**config.mk**
```make
export PLATFORM = sky130hd
export DESIGN_NAME = stream_top
export DESIGN_NICKNAME = d
export VERILOG_FILES = /design/src/design/stream_pkg.sv /design/src/design/stream_top.sv /design/src/design/stream_ctrl.sv /design/src/design/result_bank.sv /design/src/design/core_array.sv /design/src/design/agu.sv
export SDC_FILE = /design/constraint.sdc
export NUM_CORES = 1
export LEC_CHECK = 0
export ABC_AREA = 1
export BUFFER_PORTS_ARGS = -buffer_cell sky130_fd_sc_hd__buf_2
export CORE_MARGIN = 2
export CORE_UTILIZATION = 52
export DETAILED_ROUTE_END_ITERATION = 8
export PLACE_DENSITY = 0.76
export REMOVE_ABC_BUFFERS = 1
export SLEW_MARGIN = 30
export SYNTH_ARGS = -nofsm -noshare
export SYNTH_HDL_FRONTEND = slang
export SYNTH_HIERARCHICAL = 1
export SYNTH_SLANG_ARGS = --single-unit
```
**constraint.sdc**
```tcl
create_clock -name clk -period 4.1 [get_ports clk]
set_input_delay 0.82 -clock clk [delete_from_list [all_inputs] [get_ports clk]]
set_output_delay 0.82 -clock clk [all_outputs]
set_load 0.03 [all_outputs]
```
**src/design/stream_pkg.sv**
```systemverilog
`default_nettype none

package stream_pkg;

    // ========================================
    // widths
    // ========================================

    // finish mask width, also the upper bound on lane count
    localparam int max_cores = 16;

    // data word for bank entries and output beats
    typedef logic [31:0] word_t;

    // ========================================
    // command word
    // ========================================

    // opcode lives in the top two bits of both forms
    typedef enum logic [1:0] {
        op_nop = 2'd0,
        op_acc = 2'd1,
        op_fin = 2'd2
    } op_e;

    // add value into one lane
    typedef struct packed {
        op_e         op;
        logic [5:0]  lane;
        // unsigned, zero-extended when added
        logic [23:0] value;
    } cmd_acc_t;

    // store and clear a set of lanes
    typedef struct packed {
        op_e                  op;
        logic [13:0]          pad;
        logic [max_cores-1:0] lane_mask;
    } cmd_fin_t;

    // one 32-bit word, two decodings
    typedef union packed {
        cmd_acc_t acc;
        cmd_fin_t fin;
    } cmd_word_u;

    // per-slot write into the result bank
    typedef struct packed {
        logic [3:0]  en;
        word_t [3:0] data;
    } bank_store_t;

endpackage

`default_nettype wire
```
**src/design/stream_top.sv**
```systemverilog
`timescale 1ns/1ps
`default_nettype none

module stream_top #(
    parameter int CORENUM = 4
) (
    input  wire                        clk,
    input  wire                        rst,
    input  wire                        cmd_valid,
    input  wire stream_pkg::cmd_word_u cmd,
    input  wire                        dst_ready,
    output wire                        dst_valid,
    output wire                        dst_last,
    output wire stream_pkg::word_t     dst_data
);

    import stream_pkg::*;

    // ========================================
    // internal wiring
    // ========================================

    // slot sums from a finish
    wire bank_store_t  store;
    // per-lane finish pulses
    wire [CORENUM-1:0] last;
    // bank read strobe and index
    wire               stream_v;
    wire [1:0]         stream_i;

    // lanes, command decode
    core_array #(
        .CORENUM(CORENUM)
    ) i_core_array (
        .clk      (clk),
        .rst      (rst),
        .cmd_valid(cmd_valid),
        .cmd      (cmd),
        .store    (store),
        .last     (last)
    );

    // four result words, read-clear
    result_bank i_result_bank (
        .clk     (clk),
        .rst     (rst),
        .store   (store),
        .stream_v(stream_v),
        .stream_i(stream_i),
        .dst_data(dst_data)
    );

    // packet sequencing, output flags
    stream_ctrl #(
        .CORENUM(CORENUM)
    ) i_stream_ctrl (
        .clk      (clk),
        .rst      (rst),
        .last     (last),
        .dst_ready(dst_ready),
        .dst_valid(dst_valid),
        .dst_last (dst_last),
        .stream_v (stream_v),
        .stream_i (stream_i)
    );

endmodule

`default_nettype wire

```
**src/design/stream_ctrl.sv**
```systemverilog
`timescale 1ns/1ps
`default_nettype none

module stream_ctrl #(
    parameter int CORENUM = 4
) (
    input  wire               clk,
    input  wire               rst,
    input  wire [CORENUM-1:0] last,
    input  wire               dst_ready,
    output logic              dst_valid,
    output logic              dst_last,
    output logic              stream_v,
    output logic [1:0]        stream_i
);

    // ========================================
    // last event
    // ========================================

    logic last_n;
    logic last_nn;
    logic last_event;
    logic last_keep;
    logic stream_ok;
    logic stream_active;
    logic last_stream;

    // any lane's last, two cycles late
    always_ff @(posedge clk) begin
        if (rst) begin
            last_n  <= 1'b0;
            last_nn <= 1'b0;
        end else begin
            last_n  <= |last;
            last_nn <= last_n;
        end
    end

    // event during a running stream folds into that packet
    assign last_event = last_nn && !stream_active;

    // remember the event while dst_ready is low
    always_ff @(posedge clk) begin
        if (rst) begin
            last_keep <= 1'b0;
        end else if (stream_ok) begin
            // consumed, stream_ok wins over a new event
            last_keep <= 1'b0;
        end else if (last_event) begin
            last_keep <= 1'b1;
        end
    end

    // go when an event is live and the sink can take data
    assign stream_ok = (last_event || last_keep) && dst_ready;

    // ========================================
    // stream sequencing
    // ========================================

    // stays up through all four reads
    always_ff @(posedge clk) begin
        if (rst) begin
            stream_active <= 1'b0;
        end else if (last_stream && dst_ready) begin
            // word 3 read at this edge
            stream_active <= 1'b0;
        end else if (stream_ok) begin
            stream_active <= 1'b1;
        end
    end

    // bank index 0 to 3, stalls with dst_ready
    agu #(
        .W(2)
    ) i_agu (
        .clk  (clk),
        .rst  (rst),
        .start(stream_ok),
        .en   (dst_ready),
        .ini  (2'd0),
        .fin  (2'd3),
        .data (stream_i),
        .last (last_stream)
    );

    // bank read strobe
    assign stream_v = dst_ready && stream_active;

    // ========================================
    // output flags
    // ========================================

    // one cycle behind the read, lined up with dst_data
    always_ff @(posedge clk) begin
        if (rst) begin
            dst_valid <= 1'b0;
        end else if (dst_ready) begin
            dst_valid <= stream_active;
        end
    end

    // marks the beat carrying word 3
    always_ff @(posedge clk) begin
        if (rst) begin
            dst_last <= 1'b0;
        end else if (dst_ready) begin
            dst_last <= stream_active && last_stream;
        end
    end

endmodule

`default_nettype wire

```
**src/design/result_bank.sv**
```systemverilog
`timescale 1ns/1ps
`default_nettype none

module result_bank (
    input  wire                          clk,
    input  wire                          rst,
    input  wire stream_pkg::bank_store_t store,
    input  wire                          stream_v,
    input  wire [1:0]                    stream_i,
    output stream_pkg::word_t            dst_data
);

    import stream_pkg::*;

    // ========================================
    // bank words
    // ========================================

    // four result words, one per slot
    word_t bank     [4];
    word_t bank_nxt [4];

    // read clears the word first, a same-cycle store lands on top
    always_comb begin
        for (int k = 0; k < 4; k++) begin
            if (stream_v && (int'(stream_i) == k)) begin
                bank_nxt[k] = '0;
            end else begin
                bank_nxt[k] = bank[k];
            end
            // stores from several finishes pile up
            if (store.en[k]) begin
                bank_nxt[k] = bank_nxt[k] + store.data[k];
            end
        end
    end

    // bank is zero out of reset
    always_ff @(posedge clk) begin
        if (rst) begin
            for (int k = 0; k < 4; k++) begin
                bank[k] <= '0;
            end
        end else begin
            for (int k = 0; k < 4; k++) begin
                bank[k] <= bank_nxt[k];
            end
        end
    end

    // ========================================
    // output register
    // ========================================

    // moves only on read strobes, so it holds under back-pressure
    always_ff @(posedge clk) begin
        if (stream_v) begin
            dst_data <= bank[stream_i];
        end
    end

endmodule

`default_nettype wire

```
**src/design/core_array.sv**
```systemverilog
`timescale 1ns/1ps
`default_nettype none

module core_array #(
    parameter int CORENUM = 4
) (
    input  wire                          clk,
    input  wire                          rst,
    input  wire                          cmd_valid,
    input  wire stream_pkg::cmd_word_u   cmd,
    output stream_pkg::bank_store_t      store,
    output logic [CORENUM-1:0]           last
);

    import stream_pkg::*;

    // ========================================
    // command decode
    // ========================================

    logic                 acc_fire;
    logic                 fin_fire;
    word_t                acc_value;
    logic [max_cores-1:0] mask_full;
    logic [CORENUM-1:0]   fin_mask;

    // op field is at the same place in either form
    assign acc_fire  = cmd_valid && (cmd.acc.op == op_acc);
    assign fin_fire  = cmd_valid && (cmd.fin.op == op_fin);
    assign acc_value = {8'd0, cmd.acc.value};
    assign mask_full = cmd.fin.lane_mask;
    // mask bits past the last lane are dropped
    assign fin_mask  = fin_fire ? mask_full[CORENUM-1:0] : '0;

    // ========================================
    // lane accumulators
    // ========================================

    word_t acc [CORENUM];

    always_ff @(posedge clk) begin
        if (rst) begin
            for (int n = 0; n < CORENUM; n++) begin
                acc[n] <= '0;
            end
        end else begin
            for (int n = 0; n < CORENUM; n++) begin
                // lane numbers at or above CORENUM match nothing
                if (acc_fire && (int'(cmd.acc.lane) == n)) begin
                    acc[n] <= acc[n] + acc_value;
                end else if (fin_mask[n]) begin
                    // total moves to the bank, lane starts over
                    acc[n] <= '0;
                end
            end
        end
    end

    // ========================================
    // slot sums and bank store
    // ========================================

    word_t [3:0] slot_sum;
    logic  [3:0] slot_hit;

    // lane n folds into slot n mod 4
    always_comb begin
        slot_sum = '0;
        slot_hit = '0;
        for (int n = 0; n < CORENUM; n++) begin
            if (fin_mask[n]) begin
                slot_sum[n % 4] = slot_sum[n % 4] + acc[n];
                slot_hit[n % 4] = 1'b1;
            end
        end
    end

    // store valid one cycle after the finish
    always_ff @(posedge clk) begin
        store.data <= slot_sum;
        if (rst) begin
            store.en <= '0;
        end else begin
            store.en <= slot_hit;
        end
    end

    // last trails store by a cycle so the bank write lands first
    logic [CORENUM-1:0] mask_q;

    always_ff @(posedge clk) begin
        if (rst) begin
            mask_q <= '0;
            last   <= '0;
        end else begin
            mask_q <= fin_mask;
            last   <= mask_q;
        end
    end

endmodule

`default_nettype wire

```
**src/design/agu.sv**
```systemverilog
`timescale 1ns/1ps
`default_nettype none

module agu #(
    parameter int W = 2
) (
    input  wire          clk,
    input  wire          rst,
    input  wire          start,
    input  wire          en,
    input  wire [W-1:0]  ini,
    input  wire [W-1:0]  fin,
    output logic [W-1:0] data,
    output logic         last
);

    // high from start until the step past fin
    logic running;

    always_ff @(posedge clk) begin
        if (rst) begin
            data    <= '0;
            running <= 1'b0;
        end else if (start) begin
            data    <= ini;
            running <= 1'b1;
        end else if (en && running) begin
            // parks on fin, no wrap back to ini
            if (data == fin) begin
                running <= 1'b0;
            end else begin
                data <= data + 1'b1;
            end
        end
    end

    assign last = running && (data == fin);

endmodule

`default_nettype wire

```
* Word level (Yosys, flattened, before mapping)
Memory sizes are Yosys's and may differ from the RTL's. A register that Yosys moved wholly into a read port is not among the register bits.
Cells that the tools add are included.
** Cells by class
- Mux-type cells :: 55
- Reduce and logical (&&, ||, !) cells :: 28
- Bitwise gates (word level) :: 13
- Equal/unequal tests :: 9
- Add/subtract/negate cells :: 9
** Operator list (number)
- $mux W32 :: 20
- $add A32 B24 Y32 :: 4
- $add A32 B32 Y32 :: 4
- $mux W1 :: 34
- $logic_and A1 B1 Y1 :: 17
- $eq A6 B3 Y1 const B :: 2
- $or A1 B1 Y1 :: 12
- $eq A2 B2 Y1 const B :: 4
- $eq A6 B2 Y1 const B :: 1
- $logic_not A6 Y1 :: 1
- $eq A2 B1 Y1 const B :: 2
- $mux W4 :: 1
- $reduce_and A2 Y1 :: 2
- $reduce_bool A2 Y1 :: 2
- $reduce_or A2 Y1 :: 2
- $reduce_or A4 Y1 :: 1
- $add A2 B1 Y2 const B :: 1
- $logic_not A2 Y1 :: 1
- $logic_not A1 Y1 :: 1
- $logic_or A1 B1 Y1 :: 1
- $not A1 Y1 :: 1
** Storage, ports and cells
- Input port bits :: 36
- Flip-flop bits (word level) :: 149
- Output and inout bits :: 34
- RAM bits :: 256
- Word-level logic and storage cells :: 131
- Memories kept :: 2
** Memories
- i_core_array.acc :: depth 4, bits a word 32, rd ports 4, clocked after Yosys merged registers in 0, wr ports 4, RTL line core_array.sv:39 : word_t acc [CORENUM];
- i_result_bank.bank :: depth 4, bits a word 32, rd ports 5, clocked after Yosys merged registers in 1, wr ports 4, RTL line result_bank.sv:20 : word_t bank [4];

* Logic depth before layout (Yosys ltp)
- Depth in word-level cells :: 8
- Depth in mapped cells :: 20
- Depth with buffers taken out :: 18

* Cells and area by module
The synthesis kept the hierarchy.
** By module, submodules not included
- result_bank :: cells each 3015, area each 16753.6 µm², seq. area each 3523.4 µm², times used 1
- core_array :: cells each 2484, area each 16557.1 µm², seq. area each 6566.3 µm², times used 1
- stream_ctrl :: cells each 33, area each 245.2 µm², seq. area each 120.1 µm², times used 1
- agu :: cells each 39, area each 241.5 µm², seq. area each 60.1 µm², times used 1

* Worst setup path before layout
OpenSTA, ideal clock, no wires.
- Kind :: in2reg
- From :: input dst_ready
- To :: memory i_result_bank/bank[3][20] (netlist bit)
- Slack :: 0.885 ns
- Data arrival time :: 3.106 ns
- Library setup time :: 0.109 ns
- Stages :: 18
- Data required time :: 3.991 ns
- Path buffers :: 1
- Path through :: nand2_1 clkinv_2 nand3_1 buf_2 nand2_1 inv_1 ha_1 fa_1 nand3_1 nand3_1 nand3_1 nand3_1 nand3_1 nand2_1 nand2_1 nand3_1 nand2_1 inv_1
** RTL lines
- start, declared :: RTL line stream_top.sv:11 : input wire dst_ready,
- end, declared :: RTL line result_bank.sv:20

==> impl_results.md <==
* Die H at 258.9 um
* Synth Area in Compound Gates at 8.415%
* Met1 WL at 50.29 mm
* Hold-fix buffers, CTS at 0
* Drt pass-1 iters at 6
* Xor and xnor area share after synthesis at 1.736%
* Final Max Tran Viols at 0
* Yosys cell types at 43
* Global-route wire length before repair at 173.3 mm
* Starting density of the core at 52.52%
* FF-to-FF End: i_result_bank/bank[1][29]
* Post-synth EDFFs at 160
* Fin crit period at 3.151 ns
* R2r setup slk at around 0.95 ns
* Die width at 258.9 um
* Synth Area in Adders at 8.618%
* Synth top area cells: nand2_1 (21%), dfxtp_1 (16%), edfxtp_1 (14%), inv_1 (14%), ha_1 (8.1%)
* Average routed wire per standard cell at 17.19 um
* Setup Buffers After CTS at 0
* ANT nets after route at 0
* Sequential area share after synthesis at roughly 30%
* Reg area at about 0.01 sq mm
* Async set-reset flop share out of synthesis at 0%
* Setup crit end: i_result_bank/bank[1][29]
* Row Count at 93
* Overall routing resource usage at 33.32%
* Count leader, synth: nand2_1
* Sequential power share at 43.2%
* WL met2 at 47.86 mm
* Multi-input logic area at 0.01834 sq mm
* TritonCTS clock tree: done
* Yosys top cell by area: nand2_1
* Final Hold Slack at 0.3996 ns
* Skew final at 0.02264 ns
* Fill cells at 6456
* Sw Pwr at 2.969 mW
* Num CTS Buffers at 50
* CTS H-tree depth at 2
* Outcome: complete, no violations
* Area grow syn2layout at 9.085%
* Ports at 70
* RSZ-0062 raised after global routing: false
* Synth top cells by count: nand2_1 (1935), inv_1 (1254), nor2_1 (543)
* Fmax achieved at 317.4 MHz
* Final Util at 57.29%
* Actual slew at the worst max-slew pin at 0.8379 ns
* P_int at 7.817 mW
* TNS Setup at 0 ns
* DRC Markers at 0
* Vias in the first global route at between 30k and 40k
* Vias per std cell at 5.188
* Worst r2r src: i_stream_ctrl/i_agu/data[0]
* Cells after Synth at about 5.6k
* Synth Warn # at 6
* Mapped Area at around 0.034 sq mm
* Worst vdd ir at 0.3499 mV
* Final hold viol count at 0
* Yosys reg bits at 433
* Die area at ~0.067 sq mm
* Post-DP HPWL at 89.38 mm
* Post-synthesis mux area share at 0%
* Largest net degree at the start of global routing at 79
* Relative slew slack at 43.98%
* Crit path capture type: register
* Root Driver: clkbuf_16
* Overall Power at 10.79 mW
* # clock sinks at 433
* Max_cap viols at 0
* Final nets at 5900
* Antenna violations before repair at 0
* Nature of the critical path startpoint: register
* Post-Synth Simple-Gate Area at 35.43%
* Worst Setup SP: i_stream_ctrl/i_agu/data[0]
* Switching portion of total power at about 28%
* Number of buffers added on ports at 69
* Total power per unit cell area at 292.5 mW/mm^2
* GR Overflow Total at 0
* Leakage at 21.59 nW
* Syn Area/Cell at 6.067 sq um
* Placer's final routability congestion estimate at approximately 1
* Iter 0 DRT Violations at about 3.4k
* Worst hold path type: reg2reg
* Via Count at roughly 34k
* Final setup fails at 0
* WL final at 112.3 mm
* Core area at 0.06435 sq mm
* Hold path cells at 2
* Logic pwr share at 11.5%
* Worst-path clk slew at 0.06 ns
* Top sig layer: met4
* Worst EP arrival at 3.64 ns
* Share of cells above drive strength 1 at 4.632%
* Worst Setup Path Type: reg2reg
* Post-CTS resize count at 0
* Routed wl met3 at 9.856 mm
* Deepest clock path buffer count at 3
* Post-synth top flop: dfxtp_1
* Critical path fanouts, max at 31
* Largest family of logic cells by synthesized area: simple AND/OR/NAND/NOR gates
* Crit share post-route at 76.85%
* Clock power share at a little under half
* Worst-skew pair later-pin latency at 0.61 ns
* Top cell type's share of synthesized area at a little over a fifth
* R2r worst-path depth at 17
* Required @ worst endpoint at 4.59 ns
state kept, by name, indices dropped and copies added (netlist names):
| register | flops |
|---|---|
| i_stream_ctrl/i_agu/running | 1 |
| i_core_array/store | 132 |
| i_result_bank/dst_data | 32 |
| i_stream_ctrl/last_keep | 1 |
| i_stream_ctrl/last_n | 1 |
| i_stream_ctrl/i_agu/data | 2 |
| i_result_bank/bank | 128 |
| i_core_array/last | 4 |
| i_stream_ctrl/last_nn | 1 |
| i_stream_ctrl/stream_active | 1 |
| i_stream_ctrl/dst_last | 1 |
| i_stream_ctrl/dst_valid | 1 |
| i_core_array/acc | 128 |
worst min-delay path by stage:
stage	from	end	slack [ns]
global route	i_stream_ctrl/last_n	i_stream_ctrl/last_nn	0.42
detailed placement	i_stream_ctrl/last_n	i_stream_ctrl/last_nn	0.39
floorplan	i_stream_ctrl/last_n	i_stream_ctrl/last_nn	0.39
CTS	i_stream_ctrl/last_n	i_stream_ctrl/last_nn	0.40
global placement	i_stream_ctrl/last_n	i_stream_ctrl/last_nn	0.40
finish	i_stream_ctrl/last_n	i_stream_ctrl/last_nn	0.40
layout make-up:
| class | count | share of cell area [%] |
|---|---|---|
| antenna | 3 | 0.02036 |
| clock buffer | 68 | 4.059 |
| clock inverter | 26 | 0.7907 |
| inverter | 1263 | 12.90 |
| multi-input combinational | 3784 | 49.75 |
| sequential | 433 | 27.86 |
| tap | 855 | 2.902 |
| timing repair buffer | 104 | 1.724 |
per-layer routing:
| metal | vias to the layer above | GRT usage (%) |
|---|---|---|
| met5 | - | 0 |
| met4 | 0 | 11.80 |
| met3 | 200 | 4.482 |
| met2 | 1374 | 52.35 |
| met1 | 15256 | 46.85 |
| li1 | 17078 | - |
per-stage QoR:
step / instances / worst slack [ns] / area [sq um]
2_1_floorplan: 5480 / 0.3891 / 33370
4_1_cts: 6533 / 1.032 / 36860
3_3_place_gp: 6439 / 0.5572 / 35070
6_report: 6536 / 0.9490 / 36870
5_1_grt: 6533 / 0.6861 / 36860
3_5_place_dp: 6439 / 0.5451 / 35070
cell usage in the layout, fill, tap and decap left out, drive strengths merged, types with 6 or more instances in the layout:
cell type	n
a21oi	343
clkbuf	68
a22oi	31
inv	1272
o21ai	112
nor2	554
a21o	8
clkinv	8
edfxtp	160
dfxtp	273
nor3	56
bufinv	6
o21a	13
nand2	1961
and2	7
fa	8
nand3	328
nand3b	29
nand4	20
xor2	60
buf	104
xnor2	7
ha	220
conb	6
o21bai	16
kinds of logic after synthesis:
| family | count (synthesis) |
|---|---|
| AND/OR/NAND/NOR | 2959 |
| buffers and inverters | 1358 |
| AO/OA/AOI/OAI | 524 |
| flip-flops | 433 |
| adder cells (fa/ha/maj) | 228 |
| XOR/XNOR | 67 |
| other | 2 |
worst max-delay path, cell delays in order, from the launching register on:
cell	delay [ns]
dfxtp_1	0.56
buf_4	0.28
inv_2	0.06
nor2_4	0.09
nand2_2	0.07
buf_4	0.26
nand2_1	0.13
inv_1	0.10
ha_1	0.46
nand2_1	0.17
nor2_1	0.24
nand2_1	0.13
nor2_1	0.11
nand2_1	0.09
nand3_1	0.08
nand3_1	0.07
nand2_1	0.07
inv_1	0.04
power groups by stage:
stage,clock network (mW),logic [mW],registers (mW)
3_5_place_dp,0,1.22,4.74
5_1_grt,5.11,1.40,4.66
6_report,4.88,1.24,4.66
2_1_floorplan,0,0.836,4.69
4_1_cts,4.96,1.22,4.65
3_3_place_gp,0,1.20,4.74
Power figures use the tool's default switching activity.
